### src/include/tlb_l2_defines.svh
// L2 TLB sizes, address widths and tag word layout
`ifndef TLB_L2_DEFINES_SVH
`define TLB_L2_DEFINES_SVH

// Address widths
`define TLB_VA_WIDTH        32
`define TLB_PA_WIDTH        40
`define TLB_PAGE_BITS       12   // 4 kB pages
`define TLB_VPN_WIDTH       20
`define TLB_PPN_WIDTH       28

// Organisation
`define TLB_NUM_BANKS       4
`define TLB_BANK_BITS       2
`define TLB_NUM_SETS        8
`define TLB_SET_BITS        3
`define TLB_WAYS_PER_BANK   4
`define TLB_WAY_BITS        2

// Config port, address is {region, set, way, bank}
`define TLB_CFG_ADDR_WIDTH  8
`define TLB_CFG_DATA_WIDTH  32
`define TLB_TAG_VALID_BIT   20
`define TLB_TAG_RO_BIT      21

`endif

### src/rtl/tlb_l2_pkg.sv
// L2 TLB shared types for FSM states, response kinds and index fields
`default_nettype none

`include "tlb_l2_defines.svh"

package tlb_l2_pkg;

   // Search controller FSM
   typedef enum logic [1:0] {IDLE, SEARCH, DONE} search_state_e;

   // PA lookup and response FSM
   typedef enum logic [1:0] {RESP_IDLE, WAIT_ON_WRITE, READ_PA, RESP_SEND} resp_state_e;

   // Lookup result
   typedef enum logic [1:0] {RESP_HIT, RESP_MISS, RESP_PROT} resp_kind_e;

   typedef logic [`TLB_VPN_WIDTH-1:0] vpn_t;
   typedef logic [`TLB_PPN_WIDTH-1:0] ppn_t;
   typedef logic [`TLB_SET_BITS-1:0]  set_idx_t;
   typedef logic [`TLB_WAY_BITS-1:0]  way_idx_t;

   // PA RAM index, {set, way, bank} like the lower config address bits
   typedef logic [`TLB_SET_BITS+`TLB_WAY_BITS+`TLB_BANK_BITS-1:0] entry_idx_t;

endpackage

`default_nettype wire

### src/rtl/tlb_va_bank.sv
// L2 TLB tag bank with per-entry valid and read-only flags and a registered tag compare
`timescale 1ns/1ps
`default_nettype none

`include "tlb_l2_defines.svh"

module tlb_va_bank (
   input  logic                           clk_i,
   input  logic                           rst_ni,
   input  logic                           bank_we_i,
   input  tlb_l2_pkg::set_idx_t           set_i,
   input  tlb_l2_pkg::way_idx_t           way_i,
   input  logic [`TLB_CFG_DATA_WIDTH-1:0] wdata_i,
   input  logic                           rd_en_i,
   input  tlb_l2_pkg::vpn_t               req_vpn_i,
   input  logic                           req_write_i,
   output logic                           hit_o,
   output logic                           prot_o
);

   localparam int DEPTH = `TLB_NUM_SETS * `TLB_WAYS_PER_BANK;

   tlb_l2_pkg::vpn_t                         vpn_mem [DEPTH];
   logic [DEPTH-1:0]                         ro_mem;
   logic [DEPTH-1:0]                         valid_q;
   logic [`TLB_SET_BITS+`TLB_WAY_BITS-1:0]   idx;

   tlb_l2_pkg::vpn_t                         rd_vpn_q;
   logic                                     rd_ro_q;
   logic                                     rd_valid_q;

   assign idx = {set_i, way_i};   // Same port for write and read

   ////////////////////////////////////////////////////////////////////////////
   // Tag storage

   always_ff @(posedge clk_i) begin
      if (!rst_ni) begin
         valid_q <= '0;
      end else if (bank_we_i) begin
         valid_q[idx] <= wdata_i[`TLB_TAG_VALID_BIT];
      end
   end

   always_ff @(posedge clk_i) begin
      if (bank_we_i) begin
         vpn_mem[idx] <= wdata_i[`TLB_VPN_WIDTH-1:0];
         ro_mem[idx]  <= wdata_i[`TLB_TAG_RO_BIT];
      end
   end

   ////////////////////////////////////////////////////////////////////////////
   // Registered read, compared the following cycle

   always_ff @(posedge clk_i) begin
      if (!rst_ni) begin
         rd_valid_q <= 1'b0;
      end else if (rd_en_i) begin
         rd_valid_q <= valid_q[idx];
      end
   end

   always_ff @(posedge clk_i) begin
      if (rd_en_i) begin
         rd_vpn_q <= vpn_mem[idx];
         rd_ro_q  <= ro_mem[idx];
      end
   end

   assign hit_o  = rd_valid_q && (rd_vpn_q == req_vpn_i);
   assign prot_o = hit_o && rd_ro_q && req_write_i;   // Write to read-only page

endmodule

`default_nettype wire

### config.mk
export PLATFORM = sky130hd
export DESIGN_NAME = tlb_va_bank
export DESIGN_NICKNAME = d
export VERILOG_FILES = /design/src/rtl/tlb_l2_pkg.sv /design/src/rtl/tlb_va_bank.sv
export VERILOG_INCLUDE_DIRS = /design/src /design/src/include
export SDC_FILE = /design/constraint.sdc
export NUM_CORES = 1
export LEC_CHECK = 0
export BUFFER_PORTS_ARGS = -buffer_cell sky130_fd_sc_hd__buf_2
export CAP_MARGIN = 20
export CORE_MARGIN = 2
export CORE_UTILIZATION = 35
export DETAILED_ROUTE_END_ITERATION = 16
export MAX_ROUTING_LAYER = met4
export PLACE_DENSITY_LB_ADDON = 0.25
export SKIP_CTS_REPAIR_TIMING = 1
export SKIP_LAST_GASP = 1
export SLEW_MARGIN = 5
export SYNTH_ARGS = -nofsm -noshare
export SYNTH_HDL_FRONTEND = slang
export SYNTH_SLANG_ARGS = --single-unit
### constraint.sdc
create_clock -name clk_i -period 2.78 [get_ports clk_i]
set_clock_uncertainty 0.1 [all_clocks]
set_input_delay 0.139 -clock clk_i [delete_from_list [all_inputs] [get_ports clk_i]]
set_output_delay 0.139 -clock clk_i [all_outputs]
set_load 0.05 [all_outputs]
Word-level counts from Yosys, hierarchy flattened. Memories as Yosys holds them, arrays and structs flattened. A register that Yosys moved wholly into a read port is not among the register bits. Index checks and enable logic that the tools add are counted.

Output and inout port bits: 2. Bits in latches: 0. Word-level logic and storage cells: 22. ROM bits: 0. Memories kept: 1. Input bits: 62. Memory bits (writable): 640. Register bits after elaboration: 66.

Memory list: vpn_mem (depth 32, bits a word 20, read ports 1, clocked after memory_dff 1, wr ports 1, line tlb_va_bank.sv:23) `tlb_l2_pkg::vpn_t vpn_mem [DEPTH];`.

Bitwise gates (word level): 0. Shifts and indexed selects: 0. Add/sub/neg operators: 0. $mul: 0. Equal/unequal tests: 1. Muxes and demuxes: 10. Div/mod/pow operators: 0. Reductions and logical operators: 4. Magnitude comparators: 2.

Operator list (count): $bwmux 32 (2); $eq 20x20->1 (1); $bmux 1 s5 (2); $lt 5x6->1 const B (1); $demux 1 s5 (1); $ge 5x1->1 const B (1); $mux 1 (5); $logic_and 1x1->1 (4).

Logic depth before layout (Yosys ltp). Gate-level depths: netlist of run 1.

Word-level depth: 5. Gate-level depth with buffers: 7. Mapped depth without buffers: 4.

Least setup slack after synthesis of run 1. OpenSTA, ideal clock, no wires.

Kind: input -> register. Start: input port way_i[0]. End: register ro_mem[8], enable pin. Stages on the path: 5. Path buffers: 3. Library setup time: 0.400 ns. Path slack: 0.390 ns. Arrival time: 1.890 ns. Required time: 2.280 ns. Cells stage by stage: buf_6 > or3b_1 > clkbuf_1 > buf_2 > nor2_1.

RTL lines: start, declared (line tlb_va_bank.sv:12) `input tlb_l2_pkg::way_idx_t way_i,`; end signal, assigned by index (line tlb_va_bank.sv:48) `` ro_mem[idx] <= wdata_i[`TLB_TAG_RO_BIT]; ``; end, declared (line tlb_va_bank.sv:24) `logic [DEPTH-1:0] ro_mem;`.

Worst setup path in the final report of run 1.
Start: register rd_vpn_q[15] (read register of vpn_mem). End: output port prot_o.

Word-level cells in the longest chain between the ends: 4.

RTL lines: start, declared (line tlb_va_bank.sv:28) `tlb_l2_pkg::vpn_t rd_vpn_q;`; $eq 20x20->1 (line tlb_va_bank.sv:70) `assign hit_o = rd_valid_q && (rd_vpn_q == req_vpn_i);`; $logic_and 1x1->1 (line tlb_va_bank.sv:70); $logic_and 1x1->1 (2 in a row) (line tlb_va_bank.sv:71) `assign prot_o = hit_o && rd_ro_q && req_write_i;`; end, declared (line tlb_va_bank.sv:18) `output logic prot_o`.

No other way between the ends.

==> metrics, run 1 <==
status complete, no violations; CTS Buf Count 75; Seq pwr share 0.522; critical path cell sequence xor2_2 > nor4_4 > buf_4 > nand4_1 > buf_6 > nor3_4 > buf_6; clk_lat worst skew 620 ps; clock power share 0.430; Crit path max-delay family simple AND/OR/NAND/NOR gates; Worst setup SP type flip-flop; synth unique cells 33; RSZ-0062 raised after global routing true; row cnt 103; first-pass GRT wire length 103000 um; Post-Syn Area per Cell 22.0 um^2; CTS H-tree lvls 3; IO buf count 53; CTS tree built; Yosys reg bits 726; Area growth syn-to-layout 18.9%; vias in the first global route 14100; final core occ 0.420; Die X 286 um; Max Cap Viol 0; Clock Sinks 726; gr usage total 0.184; Die Footprint 82000 um^2; Internal 18400 uW; cell mode on critical path buf_6; routed vias 13800; fmax 360 MHz; per-cell routed wire length 28.5 um; transition time of the tightest slew-check pin 1060 ps; Initial Utilization 0.353; cell taking the most area after synthesis edfxtp_1; Power Total 23300 uW; switching fraction of total power 0.211; DRT antenna net count 0; power density cells 704 nW/um^2; Total Wirelength 73000 um; non-filler cells, final 2563; CP endpoint kind output port; drc violations 0; Critical-path top delay cell edfxtp_1; CTS max path bufs 3; Area contributors post-synth edfxtp_1 (75%), mux4_2 (11%), mux4_1 (4.0%); Pre-antenna DRT Iters 5; DR vias/cell 5.38; sequential area share after synthesis 0.770; Top-Level Pins 64; Cell Area, Synth 27900 um^2; yosys warns 0; Register Area 21500 um^2; Synth top area share 0.746; worst setup path class reg2out; post-layout min period 2780 ps; Finish-stage setup viols 0; hold slack final 98.5 ps; predominant post-synthesis flop cell edfxtp_1; count of final hold-check violations 0; P_sw 4930 uW; Crit path required time 2540 ps; fin. max-slew vios 0; Syn Nets 1330; clock-pin slew on the worst setup and hold paths 60 ps; nets 1511; hpwl dp 42700 um; CP max stage delay 430 ps; largest net degree at the start of global routing 61; Synth async-reset ratio 0; Worst slew margin 0.293; Filler Cell Count 6857; initial antenna violation count 6; Leak Pwr 0.0104 uW; WP buf/inv 3; Hold Path Class in2reg; Crit path arrival time 2540 ps; core area 79000 um^2; Max VDD drop 424 uV; Die Y 286 um; Comb pwr share 0.048; CP Max Fanout 2; multi-input logic area 6270 um^2; Overflow after GRT 0; Mapped Cells 1268; dpl cells 2396; clock root buffer clkbuf_16; crit share post-route 1.00; Commonest cells post-synth edfxtp_1 (693), mux4_2 (134), a22oi_1 (86); fraction of layout cells with a size suffix above 1 0.288; top-count cell post-synth edfxtp_1; Initial DRC Count 1385; GPL Wtd Cong 0.775; number of flops mapped to enable cells by yosys 693
[flip-flops by register name, indices dropped and copies added, names as in the netlist]
name,flops
rd_ro_q,1
rd_valid_q,1
rd_vpn_q,20
ro_mem,32
valid_q,32
vpn_mem,640
[worst paths after layout]
kind                              endpoint  slack [ps]  depth (start not counted)                     start
hold reg to reg   valid_q[13]$_SDFFE_PN0P_         380                          2  valid_q[13]$_SDFFE_PN0P_
setup reg to reg     rd_vpn_q[0]$_DFFE_PP_         860                          4  vpn_mem[21][0]$_DFFE_PP_
hold / removal     rd_valid_q$_SDFFE_PN0P_         100                          4                  set_i[2]
setup / recovery                    prot_o           1                          7    rd_vpn_q[15]$_DFFE_PP_
[per-stage QoR]
step,setup WS [ps],area (um^2),setup TNS (ps)
after detailed placement,230,30400,0
after floorplan,390,27900,0
after global placement,292,30400,0
after global routing,-44.4,33200,-76.7
after CTS,-463,32800,-813
final,1.07,33200,0
[worst min-delay path: stages]
cell and delay [ps]:
buf_2 230, nand3b_1 210, o21ai_0 90, a21o_1 120
[power by group through the flow]
stage / Clock (uW) / Sequential, uW / Combinational, uW
6_report: 10000 / 12200 / 1120
5_1_grt: 10600 / 12200 / 1200
4_1_cts: 10200 / 12200 / 1100
3_5_place_dp: 0 / 12400 / 1100
3_3_place_gp: 0 / 12400 / 1080
2_1_floorplan: 0 / 12400 / 590
[layout by cell type, fill, tap and decap left out, types with 2 or more instances in the layout]
master / n
nand2_1: 33
a21boi_0: 29
dfxtp_1: 33
edfxtp_1: 693
mux4_2: 134
and3b_1: 3
nand3b_1: 6
clkinv_2: 12
nand4_1: 22
buf_12: 30
nor4_1: 3
a21boi_1: 2
clkinv_8: 2
buf_2: 49
clkinv_1: 16
buf_6: 4
o21ai_0: 33
a22oi_1: 86
dlygate4sd3_1: 26
buf_4: 68
nor3b_2: 3
nor3_4: 2
mux2i_1: 2
nand3_1: 3
nor2_4: 32
mux4_1: 42
clkbuf_1: 14
inv_6: 2
diode_2: 5
xor2_1: 18
clkinvlp_4: 5
or3b_2: 3
bufinv_16: 9
clkbuf_16: 75
[per-layer routing]
metal  wire length [um]  up-vias  GRT usage
met5                  0        -          -
met4               1640        0     0.0488
met3               4170      100     0.0320
met2              36000      441      0.294
met1              31200     7445      0.245
li1                   -     5811          -
[cell families (layout without fill, tap and decap cells)]
family | after synthesis | count (layout) | share of synthesized area
multiplexers | 178 | 178 | 0.148
AND/OR/NAND/NOR | 118 | 118 | 0.0212
buffers and inverters | 74 | 314 | 0.0164
AO/OA/AOI/OAI | 152 | 152 | 0.0380
flip-flops | 726 | 726 | 0.770
XOR/XNOR | 20 | 20 | 0.00628
other | 0 | 5 | 0
[layout make-up]
type,count,area share
clock buffers,89,0.0582
multi-input cells,468,0.189
well taps,1050,0.0396
diodes,5,0.000377
repair buffers,178,0.0505
flip-flops and latches,726,0.647
clock inverters,47,0.0150
No activity file was read; power rests on OpenSTA's default activity.
==> run 2: changes to the inputs <==
--- a/config.mk
+++ b/config.mk
@@ -9,9 +9,8 @@
 export BUFFER_PORTS_ARGS = -buffer_cell sky130_fd_sc_hd__buf_2
 export CAP_MARGIN = 20
 export CORE_MARGIN = 2
-export CORE_UTILIZATION = 35
+export CORE_UTILIZATION = 40
 export DETAILED_ROUTE_END_ITERATION = 16
-export MAX_ROUTING_LAYER = met4
 export PLACE_DENSITY_LB_ADDON = 0.25
 export SKIP_CTS_REPAIR_TIMING = 1
 export SKIP_LAST_GASP = 1
==> metrics, run 2 (synthesis results as in run 1) <==
Area growth syn-to-layout 17.8%; Die Footprint 71900 um^2 (-12%); clock power share 0.422 (-0.008); Max Cap Viol 0 (unchanged); count of final hold-check violations 4 (+4); critical path cell sequence xor2_1 > nor4_2 > buf_4 > nand4_1 > buf_6 > nor3_1 > buf_4; first-pass GRT wire length 100000 um (-2.9%); biggest regs vpn_mem (640), ro_mem (32), valid_q (32); routed vias 14000 (+1.1%); clk_lat worst skew 620 ps (about the same); CTS H-tree lvls 3 (unchanged); grt met3 use 0.0347 (+0.00277); GR peak layer met2; switching fraction of total power 0.210 (-0.000652); Hold Startpoint wdata_i[20]; reg2reg start vpn_mem[5][0]$_DFFE_PP_; most common cell after layout, fill and taps aside edfxtp_1; Crit path max-delay family simple AND/OR/NAND/NOR gates; Crit path arrival time 2400 ps (-140 ps); Initial Utilization 0.405 (+0.0522); R2R Setup Slk 910 ps (+50 ps); P_sw 4850 uW (-1.6%); largest net degree at the start of global routing 40 (-34%); WP buf/inv 3 (unchanged); Most flops, register vpn_mem; Crit path required time 2540 ps (about the same); Worst Hold End valid_q[2]$_SDFFE_PN0P_; fraction of layout cells with a size suffix above 1 0.288 (about the same); per-cell routed wire length 29.2 um (+2.6%); worst setup path class reg2out; status complete, but fails checks; final non-filler cell area 32900 um^2 (-0.95%); Top-Level Pins 64 (unchanged); met2 usage 0.322 (+0.0281); CTS tree built; fmax 378 MHz (+5.1%); vias in the first global route 14100 (-0.26%); Hold Path Class in2reg; post-layout min period 2640 ps (-136 ps); gr usage total 0.201 (+0.0167); Initial DRC Count 1550 (+12%); Critical-path top delay cell edfxtp_1; clock-pin slew on the worst setup and hold paths 70 ps (about the same); Worst slew margin 0.274 (-0.0193); Placement Cell Area 30200 um^2 (-0.56%); Finish-stage setup viols 0 (unchanged); DRT antenna net count 0 (unchanged); dpl cells 2274 (-5.1%); Internal 18200 uW (-1.2%); crit share post-route 0.951 (-0.0488); Die Y 268 um (-6.4%); fin. max-slew vios 0 (unchanged); Comb pwr share 0.048 (about the same); antenna cells 0 (-5); cell mode on critical path buf_4; Worst Hold Path Cells 3 (-1); capturing point of the worst reg2reg path rd_vpn_q[0]$_DFFE_PP_; GRT met1 Usage 0.283 (+0.0384); Clock Sinks 726 (unchanged); IO buf count 53 (unchanged); Worst setup SP type flip-flop; Max VDD drop 362 uV (-15%); hold slack final -16.0 ps (-115 ps); DR vias/cell 5.74 (+6.7%); CTS Buf Count 75 (unchanged); transition time of the tightest slew-check pin 1090 ps (+28.8 ps); Pre-antenna DRT Iters 5 (unchanged); Total Wirelength 71000 um (-2.8%); Seq pwr share 0.529 (+0.007); non-filler cells, final 2429 (-5.2%); clock root buffer clkbuf_16; core area 68800 um^2 (-13%); drc violations 0 (unchanged); Worst R2R Path Depth 3 (-1); nets 1505 (-0.40%); failing checks negative hold slack; max reg flops 640 (unchanged); Overflow after GRT 0 (unchanged); power density cells 701 nW/um^2 (-0.38%); CP endpoint kind output port; most frequent cells in the layout edfxtp_1 (693), mux4_2 (134), a22oi_1 (86), clkbuf_16 (78), buf_4 (65); CTS max path bufs 3 (unchanged); CP Max Fanout 2 (unchanged); Die X 268 um (-6.4%); initial antenna violation count 2 (-4); CP max stage delay 380 ps (-50 ps); GPL Wtd Cong 0.746 (-3.8%); Power Total 23000 uW (-1.3%); RSZ-0062 raised after global routing false; row cnt 96 (-6.8%); Leak Pwr 0.0104 uW (-0.53%); hpwl dp 40300 um (-5.6%)
## run 2: changes by cell type in the layout (fill, tap and decap cells not counted), sizes merged
cell / before / now
clkinv: 30 / 33
diode: 5 / 0
buf: 152 / 149
dlygate4sd3: 26 / 23
clkinvlp: 5 / 4
bufinv: 9 / 5
clkbuf: 89 / 87
## run 2: per-stage QoR
step	setup slack, ps	setup TNS [ps]	utilization
final	137	0	0.477
after global routing	1.55	0	0.477
after CTS	-97.1	-97.1	0.474
after detailed placement	428	0	0.440
after global placement	419	0	0.439
after floorplan	390	0	-
## run 2: power by group through the flow
stage	sequential, uW	combinational [uW]	clock (uW)
after floorplan	12400	590	0
after global placement	12400	1080	0
after detailed placement	12400	1100	0
after CTS	12200	1100	9890
after global routing	12200	1190	10300
final	12200	1110	9730
## run 2: area by class of cell
| class | instances | area (um^2) |
|---|---|---|
| fillers | 5584 | 36000 |
| clock buffers | 87 | 1990 |
| repair buffers | 172 | 1620 |
| well taps | 931 | 1160 |
| multi-input cells | 468 | 6230 |
| flip-flops and latches | 726 | 21500 |
| clock inverters | 45 | 380 |
## run 2: worst max path at each step
stage / slack [ps] / start / endpoint / depth (start not counted)
detailed placement: 430 / way_i[0] / rd_vpn_q[10]$_DFFE_PP_ / 6
global placement: 420 / way_i[0] / rd_ro_q$_DFFE_PP_ / 5
floorplan: 390 / way_i[0] / ro_mem[8]$_DFFE_PP_ / 5
global route: 2 / rd_vpn_q[15]$_DFFE_PP_ / prot_o / 7
finish: 140 / rd_vpn_q[15]$_DFFE_PP_ / prot_o / 7
CTS: -100 / rd_vpn_q[4]$_DFFE_PP_ / prot_o / 7
## run 2: worst reg2reg max path: stages (launching register included)
cell,delay [ps]
edfxtp_1,370
mux4_1,530
a22oi_1,250
nand4_1,280
## run 2: routing by layer
layer  share of wire  up-vias  wire, um
met5         0.00035        -        25
met4           0.022        4      1570
met3           0.069      100      4910
met2            0.48      574     34300
met1            0.43     7508     30200
li1                -     5768         -
==> run 3: changes to the inputs <==
--- a/config.mk
+++ b/config.mk
@@ -6,6 +6,7 @@
 export SDC_FILE = /design/constraint.sdc
 export NUM_CORES = 1
 export LEC_CHECK = 0
+export ABC_AREA = 1
 export BUFFER_PORTS_ARGS = -buffer_cell sky130_fd_sc_hd__buf_2
 export CAP_MARGIN = 20
 export CORE_MARGIN = 2
==> metrics, run 3 <==
Die Y 267 um (-0.26%); Worst Hold End valid_q[26]$_SDFFE_PN0P_; DRT antenna net count 0 (unchanged); biggest regs vpn_mem (640), ro_mem (32), valid_q (32); CTS H-tree lvls 3 (unchanged); Hold Path Class in2reg; row cnt 96 (unchanged); gr usage total 0.208 (+0.00719); Post-Syn Area per Cell 14.0 um^2 (-36%); Area growth syn-to-layout 16.1%; RSZ-0062 raised after global routing false; post-layout min period 2610 ps (-31.8 ps); worst setup path class reg2out; failing checks negative hold slack; drc violations 0 (unchanged); dpl ws 362 ps (-65.7 ps); status complete, but fails checks; Pre-antenna DRT Iters 6 (+1); crit share post-route 0.939 (-0.0114); TNS Setup 0 ps (unchanged); Yosys reg bits 726 (unchanged); synth unique cells 27 (-18%); Worst Hold Path Cells 4 (+1); per-cell routed wire length 24.1 um (-17%); cell mode on critical path nor2_1; Die X 267 um (-0.26%); most frequent cells in the layout edfxtp_1 (693), nand2_1 (535), a22oi_1 (336), nor2_1 (102), clkbuf_16 (76); Worst slew margin 0.282 (+0.00779); Final WS setup 168 ps (+31.8 ps); initial antenna violation count 0 (-2); clock-pin slew on the worst setup and hold paths 60 ps (about the same); vias in the first global route 16600 (+18%); Worst setup SP type flip-flop; Die Footprint 71500 um^2 (-0.53%); first-pass GRT wire length 108000 um (+7.5%); hold slack final -31.7 ps (-15.6 ps); GPL Wtd Cong 0.800 (+7.3%); Commonest cells post-synth edfxtp_1 (693), nand2_1 (535), a22oi_1 (336); largest net degree at the start of global routing 99 (+150%); Synth async-reset ratio 0 (unchanged); Comb pwr share 0.053 (+0.005); yosys warns 0 (unchanged); clk_lat worst skew 630 ps (about the same); Crit path max-delay family simple AND/OR/NAND/NOR gates; CTS tree built; IO buf count 53 (unchanged); CP max stage delay 510 ps (+130 ps); R2R Setup Slk 1030 ps (+120 ps); Mapped Cells 1975 (+56%); top-count cell post-synth edfxtp_1; Top-Level Pins 64 (unchanged); switching fraction of total power 0.222 (+0.0117); Leak Pwr 0.0113 uW (+9.3%); cell taking the most area after synthesis edfxtp_1; Worst R2R Path Depth 6 (+3); Clock Sinks 726 (unchanged); power density cells 702 nW/um^2 (+0.12%); Hold Startpoint bank_we_i; antenna cells 0 (unchanged); hpwl dp 42100 um (+4.4%); reg2reg start vpn_mem[0][19]$_DFFE_PP_; Max Cap Viol 0 (unchanged); Finish-stage setup viols 0 (unchanged); predominant post-synthesis flop cell edfxtp_1; WP buf/inv 2 (-1); capturing point of the worst reg2reg path rd_vpn_q[19]$_DFFE_PP_; nets 2155 (+43%); fmax 383 MHz (+1.2%); Initial Utilization 0.405 (-0.000770); number of flops mapped to enable cells by yosys 693 (unchanged); routed vias 16700 (+20%); Total Wirelength 74300 um (+4.7%); sequential area share after synthesis 0.774 (+0.00417); max reg flops 640 (unchanged); core area 68600 um^2 (-0.35%); Crit path arrival time 2370 ps (-30 ps); DR vias/cell 5.43 (-5.4%); CTS Buf Count 75 (unchanged); Overflow after GRT 0 (unchanged); transition time of the tightest slew-check pin 1070 ps (-11.7 ps); Seq pwr share 0.540 (+0.011); Crit path required time 2540 ps (about the same); CP endpoint kind output port; Critical-path top delay cell edfxtp_1; Most flops, register vpn_mem; Initial DRC Count 1649 (+6.4%); Cell Area, Synth 27700 um^2 (-0.54%); most common cell after layout, fill and taps aside edfxtp_1; CTS max path bufs 3 (unchanged); critical path cell sequence inv_1 > nand2_1 > o21ai_0 > nor2_1 > nand4_1 > nor2_1 > nand3_2 > nor2_1 > buf_2; fraction of layout cells with a size suffix above 1 0.124 (-0.164); count of final hold-check violations 34 (+30); Syn Nets 2037 (+53%); Internal 17600 uW (-3.3%); Area contributors post-synth edfxtp_1 (75%), a22oi_1 (9.1%), nand2_1 (7.2%); CP Max Fanout 2 (unchanged); Max VDD drop 649 uV (+79%); fin. max-slew vios 0 (unchanged); P_sw 5020 uW (+3.6%); clock root buffer clkbuf_16; Synth top area share 0.750 (+0.00404); clock power share 0.407 (-0.015)
-- run 3: how the worst max path moves through the flow --
| stage | from | end | depth (start not counted) | slack, ps |
|---|---|---|---|---|
| floorplan | way_i[0] | ro_mem[14]$_DFFE_PP_ | 6 | 500 |
| global placement | way_i[0] | vpn_mem[29][11]$_DFFE_PP_ | 6 | 370 |
| detailed placement | way_i[0] | vpn_mem[17][10]$_DFFE_PP_ | 6 | 360 |
| CTS | rd_vpn_q[3]$_DFFE_PP_ | prot_o | 9 | 10 |
| global route | rd_vpn_q[3]$_DFFE_PP_ | prot_o | 9 | 30 |
| finish | rd_vpn_q[3]$_DFFE_PP_ | prot_o | 9 | 170 |
-- run 3: cells by family (layout without fill, tap and decap cells) --
family,Yosys count,count (layout),share of synthesized area
flip-flops,726,726,0.774
AND/OR/NAND/NOR,706,706,0.0993
AO/OA/AOI/OAI,385,385,0.100
buffers and inverters,153,328,0.0253
XOR/XNOR,5,5,0.00158
-- run 3: final cells by class --
class                      count  area, um^2
fill                        5904       36400
sequential                   726       21500
multi-input combinational   1096        5790
clock buffer                  90        1950
timing repair buffer         146        1380
tap                          931        1160
clock inverter                44         253
inverter                      48         193
-- run 3: power by group through the flow --
stage / logic (uW) / clock network, uW / registers [uW]
after floorplan: 610 / 0 / 12400
after global placement: 1170 / 0 / 12400
after detailed placement: 1180 / 0 / 12400
after CTS: 1190 / 9350 / 12200
after global routing: 1310 / 9810 / 12200
final: 1200 / 9200 / 12200
-- run 3: per-layer routing --
metal / GRT usage / up-vias / part of all wire
met1: 0.282 / 8428 / 0.42
met4: 0.0764 / 0 / 0.030
met5: 0 / - / 0
li1: - / 7582 / -
met3: 0.0374 / 119 / 0.068
met2: 0.335 / 613 / 0.48
-- run 3: worst min-delay path, stage by stage --
cell and delay (ps):
buf_2 110, nand2_1 230, nor3_1 80, nor2_1 90
-- run 3: per-stage QoR --
| stage | instances | total power, uW | hold slack, ps | utilization | area, um^2 |
|---|---|---|---|---|---|
| 6_report | 3081 | 22600 | -31.7 | 0.470 | 32200 |
| 5_1_grt | 3081 | 23300 | 3.28 | 0.470 | 32200 |
| 4_1_cts | 3065 | 22700 | -80.6 | 0.467 | 32000 |
| 3_5_place_dp | 2931 | 13600 | 378 | 0.435 | 29800 |
| 3_3_place_gp | 2931 | 13600 | 366 | 0.435 | 29800 |
| 2_1_floorplan | 1975 | 13000 | 138 | - | 27700 |
