File: src/include/tlb_l2_defines.svh
// L2 TLB sizes, address widths and tag word layout
`ifndef TLB_L2_DEFINES_SVH
`define TLB_L2_DEFINES_SVH

// Address widths
`define TLB_VA_WIDTH        32
`define TLB_PA_WIDTH        40
`define TLB_PAGE_BITS       12   // 4 kB pages
`define TLB_VPN_WIDTH       20
`define TLB_PPN_WIDTH       28

// Organisation
`define TLB_NUM_BANKS       4
`define TLB_BANK_BITS       2
`define TLB_NUM_SETS        8
`define TLB_SET_BITS        3
`define TLB_WAYS_PER_BANK   4
`define TLB_WAY_BITS        2

// Config port, address is {region, set, way, bank}
`define TLB_CFG_ADDR_WIDTH  8
`define TLB_CFG_DATA_WIDTH  32
`define TLB_TAG_VALID_BIT   20
`define TLB_TAG_RO_BIT      21

`endif

File: src/rtl/tlb_l2_pkg.sv
// L2 TLB shared types for FSM states, response kinds and index fields
`default_nettype none

`include "tlb_l2_defines.svh"

package tlb_l2_pkg;

   // Search controller FSM
   typedef enum logic [1:0] {IDLE, SEARCH, DONE} search_state_e;

   // PA lookup and response FSM
   typedef enum logic [1:0] {RESP_IDLE, WAIT_ON_WRITE, READ_PA, RESP_SEND} resp_state_e;

   // Lookup result
   typedef enum logic [1:0] {RESP_HIT, RESP_MISS, RESP_PROT} resp_kind_e;

   typedef logic [`TLB_VPN_WIDTH-1:0] vpn_t;
   typedef logic [`TLB_PPN_WIDTH-1:0] ppn_t;
   typedef logic [`TLB_SET_BITS-1:0]  set_idx_t;
   typedef logic [`TLB_WAY_BITS-1:0]  way_idx_t;

   // PA RAM index, {set, way, bank} like the lower config address bits
   typedef logic [`TLB_SET_BITS+`TLB_WAY_BITS+`TLB_BANK_BITS-1:0] entry_idx_t;

endpackage

`default_nettype wire

File: src/rtl/tlb_search_ctrl.sv
// L2 TLB search controller stepping one way per cycle over all banks of a set
`timescale 1ns/1ps
`default_nettype none

`include "tlb_l2_defines.svh"

module tlb_search_ctrl (
   input  logic                           clk_i,
   input  logic                           rst_ni,
   input  logic                           lookup_valid_i,
   input  logic [`TLB_VA_WIDTH-1:0]       lookup_vaddr_i,
   input  logic                           lookup_write_i,
   output logic                           lookup_ready_o,
   input  logic                           cfg_we_i,
   input  logic [`TLB_CFG_ADDR_WIDTH-1:0] cfg_addr_i,
   input  logic [`TLB_CFG_DATA_WIDTH-1:0] cfg_wdata_i,
   input  logic [`TLB_NUM_BANKS-1:0]      bank_hit_i,
   input  logic [`TLB_NUM_BANKS-1:0]      bank_prot_i,
   input  logic                           resp_done_i,
   output logic [`TLB_NUM_BANKS-1:0]      bank_we_o,
   output tlb_l2_pkg::set_idx_t           bank_set_o,
   output tlb_l2_pkg::way_idx_t           bank_way_o,
   output logic [`TLB_CFG_DATA_WIDTH-1:0] bank_wdata_o,
   output logic                           bank_rd_en_o,
   output tlb_l2_pkg::vpn_t               req_vpn_o,
   output logic                           req_write_o,
   output logic                           found_valid_o,
   output tlb_l2_pkg::resp_kind_e         found_kind_o,
   output tlb_l2_pkg::entry_idx_t         found_entry_o,
   output logic [`TLB_PAGE_BITS-1:0]      found_offset_o
);

   localparam tlb_l2_pkg::way_idx_t LAST_WAY = tlb_l2_pkg::way_idx_t'(`TLB_WAYS_PER_BANK - 1);

   tlb_l2_pkg::search_state_e   state_q, state_d;
   tlb_l2_pkg::vpn_t            req_vpn_q;
   tlb_l2_pkg::set_idx_t        set_q;
   logic [`TLB_PAGE_BITS-1:0]   offset_q;
   logic                        req_write_q;
   tlb_l2_pkg::way_idx_t        way_q, way_d_q;
   logic                        issue_end_q, issued_d_q;
   logic                        accept, tag_wr, issue, judge, hit_any;
   logic [`TLB_BANK_BITS-1:0]   hit_bank;

   assign lookup_ready_o = (state_q == tlb_l2_pkg::IDLE);
   assign accept         = lookup_valid_i && lookup_ready_o;
   assign tag_wr         = cfg_we_i && !cfg_addr_i[`TLB_CFG_ADDR_WIDTH-1];
   assign issue = (state_q == tlb_l2_pkg::SEARCH) && !tag_wr && !issue_end_q;   // Paused by writes

   ////////////////////////////////////////////////////////////////////////////
   // Request capture and way counter

   always_ff @(posedge clk_i) begin
      if (accept) begin
         req_vpn_q   <= lookup_vaddr_i[`TLB_VA_WIDTH-1:`TLB_PAGE_BITS];
         set_q       <= lookup_vaddr_i[`TLB_PAGE_BITS +: `TLB_SET_BITS];
         offset_q    <= lookup_vaddr_i[`TLB_PAGE_BITS-1:0];
         req_write_q <= lookup_write_i;
      end
   end

   always_ff @(posedge clk_i) begin
      if (!rst_ni) begin
         way_q       <= '0;
         way_d_q     <= '0;
         issue_end_q <= 1'b0;
         issued_d_q  <= 1'b0;
      end else begin
         issued_d_q <= issue;
         way_d_q    <= way_q;   // Way of the read now in the banks
         if (accept) begin
            way_q       <= '0;
            issue_end_q <= 1'b0;
         end else if (issue) begin
            way_q       <= way_q + 1'b1;
            issue_end_q <= (way_q == LAST_WAY);
         end
      end
   end

   // Tag writes take the bank port ahead of the search
   always_comb begin
      for (int b = 0; b < `TLB_NUM_BANKS; b++) begin
         bank_we_o[b] = tag_wr && (cfg_addr_i[`TLB_BANK_BITS-1:0] == `TLB_BANK_BITS'(b));
      end
   end

   assign bank_set_o   = tag_wr ? cfg_addr_i[`TLB_BANK_BITS+`TLB_WAY_BITS +: `TLB_SET_BITS]
                                : set_q;
   assign bank_way_o   = tag_wr ? cfg_addr_i[`TLB_BANK_BITS +: `TLB_WAY_BITS] : way_q;
   assign bank_wdata_o = cfg_wdata_i;
   assign bank_rd_en_o = issue;
   assign req_vpn_o    = req_vpn_q;
   assign req_write_o  = req_write_q;

   ////////////////////////////////////////////////////////////////////////////
   // Result selection, lowest bank wins

   assign judge   = issued_d_q && (state_q == tlb_l2_pkg::SEARCH);
   assign hit_any = |bank_hit_i;

   always_comb begin
      hit_bank = '0;
      for (int b = `TLB_NUM_BANKS - 1; b >= 0; b--) begin
         if (bank_hit_i[b]) hit_bank = `TLB_BANK_BITS'(b);
      end
   end

   always_comb begin
      if (!hit_any)              found_kind_o = tlb_l2_pkg::RESP_MISS;
      else if (bank_prot_i[hit_bank]) found_kind_o = tlb_l2_pkg::RESP_PROT;
      else                       found_kind_o = tlb_l2_pkg::RESP_HIT;
   end

   assign found_valid_o  = judge && (hit_any || (way_d_q == LAST_WAY));
   assign found_entry_o  = {set_q, way_d_q, hit_bank};
   assign found_offset_o = offset_q;

   ////////////////////////////////////////////////////////////////////////////
   // Search FSM

   always_comb begin
      state_d = state_q;
      case (state_q)
         tlb_l2_pkg::IDLE:   if (accept) state_d = tlb_l2_pkg::SEARCH;
         tlb_l2_pkg::SEARCH: if (found_valid_o) state_d = tlb_l2_pkg::DONE;
         tlb_l2_pkg::DONE:   if (resp_done_i) state_d = tlb_l2_pkg::IDLE;
         default:            state_d = tlb_l2_pkg::IDLE;
      endcase
   end

   always_ff @(posedge clk_i) begin
      if (!rst_ni) state_q <= tlb_l2_pkg::IDLE;
      else         state_q <= state_d;
   end

endmodule

`default_nettype wire

File: config.mk
export PLATFORM = sky130hd
export DESIGN_NAME = tlb_search_ctrl
export DESIGN_NICKNAME = d
export VERILOG_FILES = /design/src/rtl/tlb_l2_pkg.sv /design/src/rtl/tlb_search_ctrl.sv
export VERILOG_INCLUDE_DIRS = /design/src /design/src/include
export SDC_FILE = /design/constraint.sdc
export NUM_CORES = 1
export LEC_CHECK = 0
export BUFFER_PORTS_ARGS = -buffer_cell sky130_fd_sc_hd__buf_2
export CAP_MARGIN = 25
export CORE_AREA = 5 5 94 70
export DETAILED_ROUTE_END_ITERATION = 12
export DIE_AREA = 0 0 99 75
export PLACE_DENSITY_LB_ADDON = 0.15
export SLEW_MARGIN = 40
export SYNTH_ARGS = -nofsm -noshare
export SYNTH_HDL_FRONTEND = slang
export SYNTH_SLANG_ARGS = --single-unit
File: constraint.sdc
create_clock -name clk_i -period 4.42 [get_ports clk_i]
set_clock_uncertainty 0.05 [all_clocks]
set_input_delay 0.663 -clock clk_i [delete_from_list [all_inputs] [get_ports clk_i]]
set_output_delay 0.663 -clock clk_i [all_outputs]
set_load 0.02 [all_outputs]
# ---- Word-level counts from Yosys, hierarchy flattened
# Index checks and enable logic that the tools add are counted.
# Widths: inputs -> output; s select.
dict set report totals {
  reg_bits 44
}
dict set report op_classes {
  n_lt_le_gt_ge 1
  mux 14
  n_eq_ne 10
  reduce_logical 19
  n_addsub 1
  bitwise_logic 1
}
# operator n
set ops {}
lappend ops {{$mux 2} 10}
lappend ops {{$eq 2x2->1 const B} 5}
lappend ops {{$logic_and 1x1->1} 10}
lappend ops {{$pmux 2 s3} 1}
lappend ops {{$eq 2x1->1 const B} 2}
lappend ops {{$logic_not 2->1} 2}
lappend ops {{$ne 2x2->1 const B} 2}
lappend ops {{$reduce_or 4->1} 1}
lappend ops {{$logic_not 1->1} 3}
lappend ops {{$lt 2x3->1 const B} 1}
lappend ops {{$mux 3} 1}
lappend ops {{$reduce_and 3->1} 1}
lappend ops {{$add 2x1->2 const B} 1}
lappend ops {{$bmux 1 s2} 1}
lappend ops {{$ne 2x1->1 const B} 1}
lappend ops {{$reduce_or 2->1} 1}
lappend ops {{$logic_or 1x1->1} 1}
lappend ops {{$mux 1} 1}
lappend ops {{$not 1->1} 1}

# ---- Longest topological paths before layout
# Gate-level depths: netlist of run 1.
dict set report depth {
  word_depth 8
  mapped_depth 4
  ltp_nobuf 3
}

# ---- Worst setup path before layout of run 1
# No wires, ideal clock.
dict set report synth_timing {
  path_type {input -> register}
  startpoint {input lookup_valid_i}
  endpoint {register way_q[0]}
  arrival_time_ns 3.507
  setup_ns 0.125
  slack_ns 0.738
  path_stages 3
  path_cell_list {nor3b_1 > nand2b_1 > a21oi_1}
}
dict set report synth_via {
  elab_chain_len 2
}
# item line_no
set synth_lines {}
lappend synth_lines {{start: declaration} tlb_search_ctrl.sv:10} ;# input logic lookup_valid_i,
lappend synth_lines {{$logic_and 1x1->1} tlb_search_ctrl.sv:46} ;# assign accept = lookup_valid_i && lookup_ready_o;
lappend synth_lines {{$reduce_or 2->1 (no source line)} -}
lappend synth_lines {{end signal: assignment} tlb_search_ctrl.sv:75} ;# way_q <= way_q + 1'b1;
lappend synth_lines {{end: declaration} tlb_search_ctrl.sv:40} ;# tlb_l2_pkg::way_idx_t way_q, way_d_q;
# No other way between the ends.
# A chain may end at the register's enable or synchronous reset.

# ---- Worst setup path in the final report of run 1
dict set report layout_timing {
  startpoint {input cfg_addr_i[7]}
  endpoint {output bank_we_o[3]}
}
dict set report layout_via {
  elab_chain_len 3
}
# item line_no
set layout_lines {}
lappend layout_lines {{start: declaration} tlb_search_ctrl.sv:15} ;# input logic [`TLB_CFG_ADDR_WIDTH-1:0] cfg_addr_i,
lappend layout_lines {{$logic_not 1->1} tlb_search_ctrl.sv:47} ;# assign tag_wr = cfg_we_i && !cfg_addr_i[`TLB_CFG_ADDR_WIDTH-1];
lappend layout_lines {{$logic_and 1x1->1} tlb_search_ctrl.sv:47}
lappend layout_lines {{$logic_and 1x1->1} tlb_search_ctrl.sv:84} ;# bank_we_o[b] = tag_wr && (cfg_addr_i[`TLB_BANK_BITS-1:0] == `TLB_BANK_BITS'(b));
lappend layout_lines {{end: declaration} tlb_search_ctrl.sv:20} ;# output logic [`TLB_NUM_BANKS-1:0] bank_we_o,
# No other way between the ends.

==> flow_summary.json, run 1 <==
{
  "drv.max_cap_violation_count": 0,
  "detail_route.first_pass.iterations": 4,
  "r2r_slack_ns": 2.97,
  "cts_max_level": 2,
  "fin_worst_hold_slack_ns": 0.474,
  "type_of_the_worst_min_delay_path": "flip-flop to flip-flop",
  "post_synth_inst_count": 137,
  "synth.ff_latch_count": 41,
  "final_min_period_over_clock_period_pct": 54.0,
  "place_worst_setup_slack_ns": 2.03,
  "endpoint_kind": "output pin",
  "ys.warnings.count": 0,
  "syn_area_um2": 1770,
  "initial_antenna_violation_count": 0,
  "post-route-drc-count": 0,
  "startpoint_type": "input pin",
  "grt_setup_unrepaired": "no",
  "postLayoutCellArea_um2": 2240,
  "avgRoutedWirePerCell_um": 14.1,
  "synthDominantCellAreaShare_pct": 56.1,
  "cell_depth_of_the_worst_min_delay_path": 2,
  "status": "complete, no violations",
  "clkLatencyLatePin_ns": 0.28,
  "synth-seq-area-share_pct": 65.1,
  "dieArea_um2": 7430,
  "period_minus_slack_ns": 2.39,
  "critical_path_class": "input pin to output pin",
  "hold_viol_final": 0,
  "antennaDiodeCount": 0,
  "arrival_ns": 1.68,
  "half_perimeter_wire_length_of_the_detailed_placement_result_um": 3250,
  "port-buffer-count": 107,
  "cts.repair_timing.setup_buffer_count": 0,
  "synth_fp_nets": 224,
  "p_leak_nw": 1.02,
  "vias_per_cell": 4.22,
  "required_time_at_the_endpoint_of_the_critical_path_ns": 3.71,
  "clock_buffers_created_by_tritoncts": 5,
  "track_usage_pct": 10.2,
  "cts_repair_resize_count": 0,
  "finalMaxSlewViolations": 0,
  "setup_violations": 0,
  "totalNegativeSetupSlack_ns": 0,
  "cts_hold_buffers": 0,
  "vdd_ir_drop_max_uv": 224,
  "finish.net_count": 302,
  "r2r-end": "found_offset_o[3]",
  "synthToLayoutAreaGrowth_pct": 26.8,
  "finalWirelength_um": 4080,
  "globalRoute.totalOverflow": 0,
  "total_number_of_vias": 1224,
  "gp_congestion": 0.749,
  "grt_pass1_wl_um": 5770,
  "grt_max_degree": 34,
  "worstMarginPinSlew_ns": 0.656,
  "clock_sink_count": 41,
  "critical_path.max_fanout": 11,
  "worstRegToRegCells": 2,
  "floorplan.io_pins": 172,
  "pwr_density_cell_nw_per_um2": 381,
  "final.setup.worst_slack_ns": 2.03,
  "floorplan_die_height_um": 75,
  "post_route_cells_drive_above_1_share_pct": 55.3,
  "core_area_um2": 5550,
  "ctsRootBufferMaster": "sky130_fd_sc_hd__clkbuf_8",
  "max_slew_margin_pct": 56.2,
  "placement_rows": 23,
  "final_util_pct": 40.4,
  "final.fill_count": 542,
  "vias_in_the_first_global_route": 1150,
  "hold_path_startpoint": "issue_end_q",
  "clock_tree.buffer_depth": 2,
  "synth.distinct_cells": 26,
  "post-synth-top-area-cell": "sky130_fd_sc_hd__edfxtp_1",
  "dpl_cell_area_um2": 2140,
  "drt_iter0_markers": 35,
  "hold-path-endpoint": "issue_end_q",
  "die_width_um": 99,
  "worst_r2r_src": "state_q[0]",
  "final_ant_viol_nets": 0,
  "fmax_mhz": 419,
  "start_util_pct": 31.8,
  "tritoncts": "built",
  "ys_top_cells_by_area": "sky130_fd_sc_hd__edfxtp_1 56%, sky130_fd_sc_hd__buf_4 15%, sky130_fd_sc_hd__dfxtp_1 9.1%",
  "cts.clk_slew.worst_paths_ns": 0.07,
  "synthesis.area_per_instance_um2": 12.9
}
[critical path, cell delays in order]
cell,delay [ns]
sky130_fd_sc_hd__buf_2,0.11
sky130_fd_sc_hd__nor2b_1,0.52
sky130_fd_sc_hd__and3_1,0.23
sky130_fd_sc_hd__buf_2,0.16
[layer usage]
| metal | vias to the layer above | part of all wire (%) | track usage, % | wire length, um |
|---|---|---|---|---|
| met3 | 27 | 13 | 6.20 | 514 |
| met2 | 64 | 50 | 15.8 | 2020 |
| met1 | 538 | 35 | 10.8 | 1410 |
| met4 | 0 | 3.1 | 5.91 | 127 |
| li1 | 595 | - | - | - |
| met5 | - | 0 | 0 | 0 |
[synthesized netlist by cell type]
master	instances
sky130_fd_sc_hd__or4_1	1
sky130_fd_sc_hd__and3_1	1
sky130_fd_sc_hd__nand4_1	1
sky130_fd_sc_hd__o21a_1	1
sky130_fd_sc_hd__buf_4	35
sky130_fd_sc_hd__dfxtp_1	8
sky130_fd_sc_hd__inv_1	1
sky130_fd_sc_hd__nor3b_1	3
sky130_fd_sc_hd__and2_1	3
sky130_fd_sc_hd__nor4b_2	1
sky130_fd_sc_hd__nand3_1	1
sky130_fd_sc_hd__clkbuf_1	1
sky130_fd_sc_hd__nor4_4	1
sky130_fd_sc_hd__a21oi_1	4
sky130_fd_sc_hd__buf_2	1
sky130_fd_sc_hd__a221oi_1	1
sky130_fd_sc_hd__nor3_1	3
sky130_fd_sc_hd__nor2_1	6
sky130_fd_sc_hd__o31ai_1	3
sky130_fd_sc_hd__ha_1	1
sky130_fd_sc_hd__edfxtp_1	33
sky130_fd_sc_hd__nor2b_1	4
sky130_fd_sc_hd__nand2b_1	2
sky130_fd_sc_hd__nand2_1	19
sky130_fd_sc_hd__nand2b_4	1
sky130_fd_sc_hd__a211oi_1	1
[flip-flops by register name, summed over array words and instances (netlist names)]
name	cells
req_vpn_o	20
way_q	2
issue_end_q	1
issued_d_q	1
state_q	2
way_d_q	2
found_offset_o	12
req_write_o	1
[through the flow]
stage          std cells  power, mW
6_report             290      0.854
5_1_grt              290      0.896
4_1_cts              290      0.869
3_5_place_dp         283      0.582
3_3_place_gp         283      0.581
2_1_floorplan        137      0.567
[cell type report]
class                      instances  area, um2  share of cell area, %
tap                               75       93.8                   4.19
sequential                        41       1150                   51.3
multi-input combinational         58        347                   15.5
inverter                           1       3.75                  0.167
timing repair buffer             108        543                   24.2
clock inverter                     2       35.0                   1.56
clock buffer                       5       68.8                   3.07
[kinds of logic after synthesis]
| kind of cell | share of synthesized area (%) |
|---|---|
| AO/OA/AOI/OAI | 3.75 |
| adder cells (fa/ha/maj) | 0.708 |
| buffers and inverters | 15.6 |
| flip-flops | 65.1 |
| AND/OR/NAND/NOR | 14.9 |
[how the worst max path moves through the flow]
stage / from / endpoint / slack [ns]
final: cfg_addr_i[7] / bank_we_o[3] / 2.03
after global routing: cfg_addr_i[7] / bank_we_o[2] / 1.89
after CTS: cfg_addr_i[7] / bank_we_o[3] / 2.03
after detailed placement: cfg_addr_i[7] / bank_we_o[3] / 2.03
after global placement: cfg_we_i / bank_we_o[3] / 2.05
after floorplan: lookup_valid_i / way_q[0] / 0.74
[power by group]
group / switching [mW] / total, mW / leakage [nW] / internal, mW
combinational: 0.0757 / 0.121 / 0.582 / 0.0451
clock: 0.119 / 0.283 / 0.0540 / 0.164
sequential: 0.00791 / 0.450 / 0.379 / 0.442
total: 0.203 / 0.854 / 1.02 / 0.651
[layout by cell type, fill, tap and decap left out, types with 3 or more instances in the layout]
cell type and count:
sky130_fd_sc_hd__edfxtp_1 33, sky130_fd_sc_hd__clkbuf_8 5, sky130_fd_sc_hd__o31ai_1 3, sky130_fd_sc_hd__nor2b_1 4
sky130_fd_sc_hd__nor3_1 3, sky130_fd_sc_hd__buf_2 107, sky130_fd_sc_hd__dfxtp_1 8, sky130_fd_sc_hd__nor2_1 6
sky130_fd_sc_hd__and2_1 3, sky130_fd_sc_hd__nand2_1 19, sky130_fd_sc_hd__a21oi_1 4
Power figures use the tool's default switching activity.
==> run 2, diff against run 1 <==
--- a/config.mk
+++ b/config.mk
@@ -6,11 +6,12 @@
 export SDC_FILE = /design/constraint.sdc
 export NUM_CORES = 1
 export LEC_CHECK = 0
+export ABC_AREA = 1
 export BUFFER_PORTS_ARGS = -buffer_cell sky130_fd_sc_hd__buf_2
 export CAP_MARGIN = 25
-export CORE_AREA = 5 5 94 70
+export CORE_AREA = 5 5 96 71
 export DETAILED_ROUTE_END_ITERATION = 12
-export DIE_AREA = 0 0 99 75
+export DIE_AREA = 0 0 101 76
 export PLACE_DENSITY_LB_ADDON = 0.15
 export SLEW_MARGIN = 40
 export SYNTH_ARGS = -nofsm -noshare
==> constraint.sdc (replaced) <==
create_clock -name clk_i -period 2.1 [get_ports clk_i]
set_clock_uncertainty 0.05 [all_clocks]
set_input_delay 0.315 -clock clk_i [delete_from_list [all_inputs] [get_ports clk_i]]
set_output_delay 0.315 -clock clk_i [all_outputs]
set_load 0.02 [all_outputs]
==> flow_summary.json, run 2 <==
{
  "status": "complete, no violations",
  "part_of_the_power_in_the_clock_network_pct": 33.8,
  "timing.critical_path.slowest_stage_cell": "sky130_fd_sc_hd__dfxtp_1",
  "startpoint_type": "flip-flop",
  "synth_fp_nets": 235,
  "totalNegativeSetupSlack_ns": 0,
  "fin_total_pwr_mw": 1.86,
  "synth-seq-area-share_pct": 64.8,
  "p_leak_nw": 1.09,
  "critical_path.max_fanout": 5,
  "dp_cells": 298,
  "post-route-drc-count": 0,
  "cts_max_level": 2,
  "cts_hold_buffers": 0,
  "swShare_pct": 25.0,
  "drt_iter0_markers": 64,
  "total_number_of_vias": 1248,
  "worstRegToRegCells": 4,
  "clock_tree.buffer_depth": 2,
  "cts.repair_timing.setup_buffer_count": 0,
  "finalWirelength_um": 4480,
  "multiInputGateArea_um2": 267,
  "share_seq_of_total_power_pct": 51.2,
  "vdd_ir_drop_max_uv": 326,
  "logic_gate_share_of_total_power_pct": 15.0,
  "die_width_um": 101,
  "synth.cells.most_frequent": "35 x sky130_fd_sc_hd__buf_4, 33 x sky130_fd_sc_hd__edfxtp_1, 20 x sky130_fd_sc_hd__inv_1",
  "net-switching-power_mw": 0.465,
  "internal-power_mw": 1.39,
  "finalMaxSlewViolations": 0,
  "cell_depth_of_the_worst_min_delay_path": 1,
  "gp_congestion": 0.770,
  "post_synth_inst_count": 148,
  "vias_per_cell": 4.08,
  "synthesis.area_per_instance_um2": 12.0,
  "max_slew_margin_pct": 71.9,
  "fin_worst_hold_slack_ns": 0.144,
  "largest_register_ff_count": 20,
  "half_perimeter_wire_length_of_the_detailed_placement_result_um": 3660,
  "clkLatencyLatePin_ns": 0.28,
  "port-buffer-count": 107,
  "critical_path.cell_chain": "inv_2, nor2_2, nand3_2, clkinv_2, buf_2",
  "final_ant_viol_nets": 0,
  "floorplan.io_pins": 172,
  "floorplan_die_height_um": 76,
  "seq_area_um2": 1150,
  "grt_pass1_wl_um": 6810,
  "initial_antenna_violation_count": 0,
  "grt_max_degree": 34,
  "most_frequent_cells_in_the_layout": "107 x sky130_fd_sc_hd__buf_2, 33 x sky130_fd_sc_hd__edfxtp_1, 20 x sky130_fd_sc_hd__inv_1",
  "post_route_cells_drive_above_1_share_pct": 54.4,
  "antennaDiodeCount": 0,
  "synth.distinct_cells": 21,
  "arrival_ns": 1.24,
  "detail_route.first_pass.iterations": 4,
  "dieArea_um2": 7680,
  "ys.warnings.count": 0,
  "final_util_pct": 38.1,
  "final.fill_count": 572,
  "finish.net_count": 314,
  "crit_path_max_incr_delay_ns": 0.36,
  "cts.clk_slew.worst_paths_ns": 0.08,
  "avgRoutedWirePerCell_um": 14.6,
  "pwr_density_cell_nw_per_um2": 824,
  "type_of_the_worst_min_delay_path": "input pin to flip-flop",
  "globalRoute.totalOverflow": 0,
  "final_cell_count_no_fill": 306,
  "clock_buffers_created_by_tritoncts": 5,
  "post_synth_edffs": 33,
  "tritoncts": "built",
  "setup_violations": 0,
  "synthFlopType": "sky130_fd_sc_hd__edfxtp_1",
  "critical_path_class": "flip-flop to output pin",
  "syn_area_um2": 1780,
  "synthDominantCellAreaShare_pct": 55.8,
  "worstMarginPinSlew_ns": 0.421,
  "core_area_um2": 5920,
  "vias_in_the_first_global_route": 1352,
  "cts_repair_resize_count": 0,
  "post-synth-top-area-cell": "sky130_fd_sc_hd__edfxtp_1",
  "ctsRootBufferMaster": "sky130_fd_sc_hd__clkbuf_8",
  "drv.max_cap_violation_count": 0,
  "synth.ff_latch_count": 41,
  "period_minus_slack_ns": 1.60,
  "hold_viol_final": 0,
  "share_of_async_settable_or_async_resettable_flops_after_synthesis_pct": 0,
  "final_min_period_over_clock_period_pct": 76.4,
  "mostFrequentLayoutCell": "sky130_fd_sc_hd__buf_2",
  "ys_top_cells_by_area": "sky130_fd_sc_hd__edfxtp_1 56%, sky130_fd_sc_hd__buf_4 15%, sky130_fd_sc_hd__dfxtp_1 9.0%",
  "start_util_pct": 30.0,
  "grt_setup_unrepaired": "no",
  "placement_rows": 24,
  "fmax_mhz": 623,
  "synthMostInstantiatedCell": "sky130_fd_sc_hd__buf_4",
  "clock_sink_count": 41,
  "endpoint_kind": "output pin",
  "track_usage_pct": 11.6,
  "synthToLayoutAreaGrowth_pct": 26.9,
  "required_time_at_the_endpoint_of_the_critical_path_ns": 1.74
}
==> run 2: logic make-up after synthesis <==
| group | after synthesis | synth area share (%) |
|---|---|---|
| adders and majority gates | 1 | 0.705 |
| and+or+nand+nor | 37 | 10.0 |
| AOI/OAI and AO/OA | 8 | 2.40 |
| muxes | 3 | 1.90 |
| DFF | 41 | 64.8 |
| buffers and inverters | 58 | 20.2 |
==> run 2: worst paths after layout <==
kind | start | to | slack [ns]
max | state_q[0] | bank_rd_en_o | 0.50
max reg2reg | state_q[1] | req_vpn_o[11] | 0.68
min reg2reg | way_q[1] | way_d_q[1] | 0.39
min | lookup_vaddr_i[7] | found_offset_o[7] | 0.14
==> run 2: power groups by stage <==
| stage | clock, mW | sequential [mW] | combinational (mW) |
|---|---|---|---|
| 3_5_place_dp | 0 | 0.970 | 0.283 |
| 2_1_floorplan | 0 | 1.03 | 0.190 |
| 5_1_grt | 0.688 | 0.957 | 0.303 |
| 6_report | 0.627 | 0.952 | 0.279 |
| 3_3_place_gp | 0 | 0.969 | 0.283 |
| 4_1_cts | 0.648 | 0.953 | 0.284 |
==> run 2: metal layers <==
layer / GRT usage [%] / share of wire [%] / up-vias
met5: 0 / 0 / -
met2: 20.4 / 52 / 68
met3: 6.04 / 12 / 26
met4: 5.58 / 3.2 / 0
met1: 10.8 / 33 / 547
li1: - / - / 607
==> run 2: critical path: cells and delay by family, from the launching register on <==
family / cells / cell delay, ns
buf+inv: 3 / 0.31
flops: 1 / 0.36
simple gates: 2 / 0.29
==> run 2: per-stage QoR <==
stage	setup WS, ns	area, um2
finish	0.496	2250
global route	0.391	2250
CTS	0.467	2250
detailed placement	0.589	2140
global placement	0.594	2140
floorplan	0.291	1780
==> run 2: layout make-up <==
class,instances,share of cell area [%]
Sequential cell,41,51.1
Timing Repair Buffer,108,24.1
Multi-Input combinational cell,49,11.8
Tap cell,78,4.33
Inverter,22,3.72
Clock buffer,6,3.22
Clock inverter,2,1.72
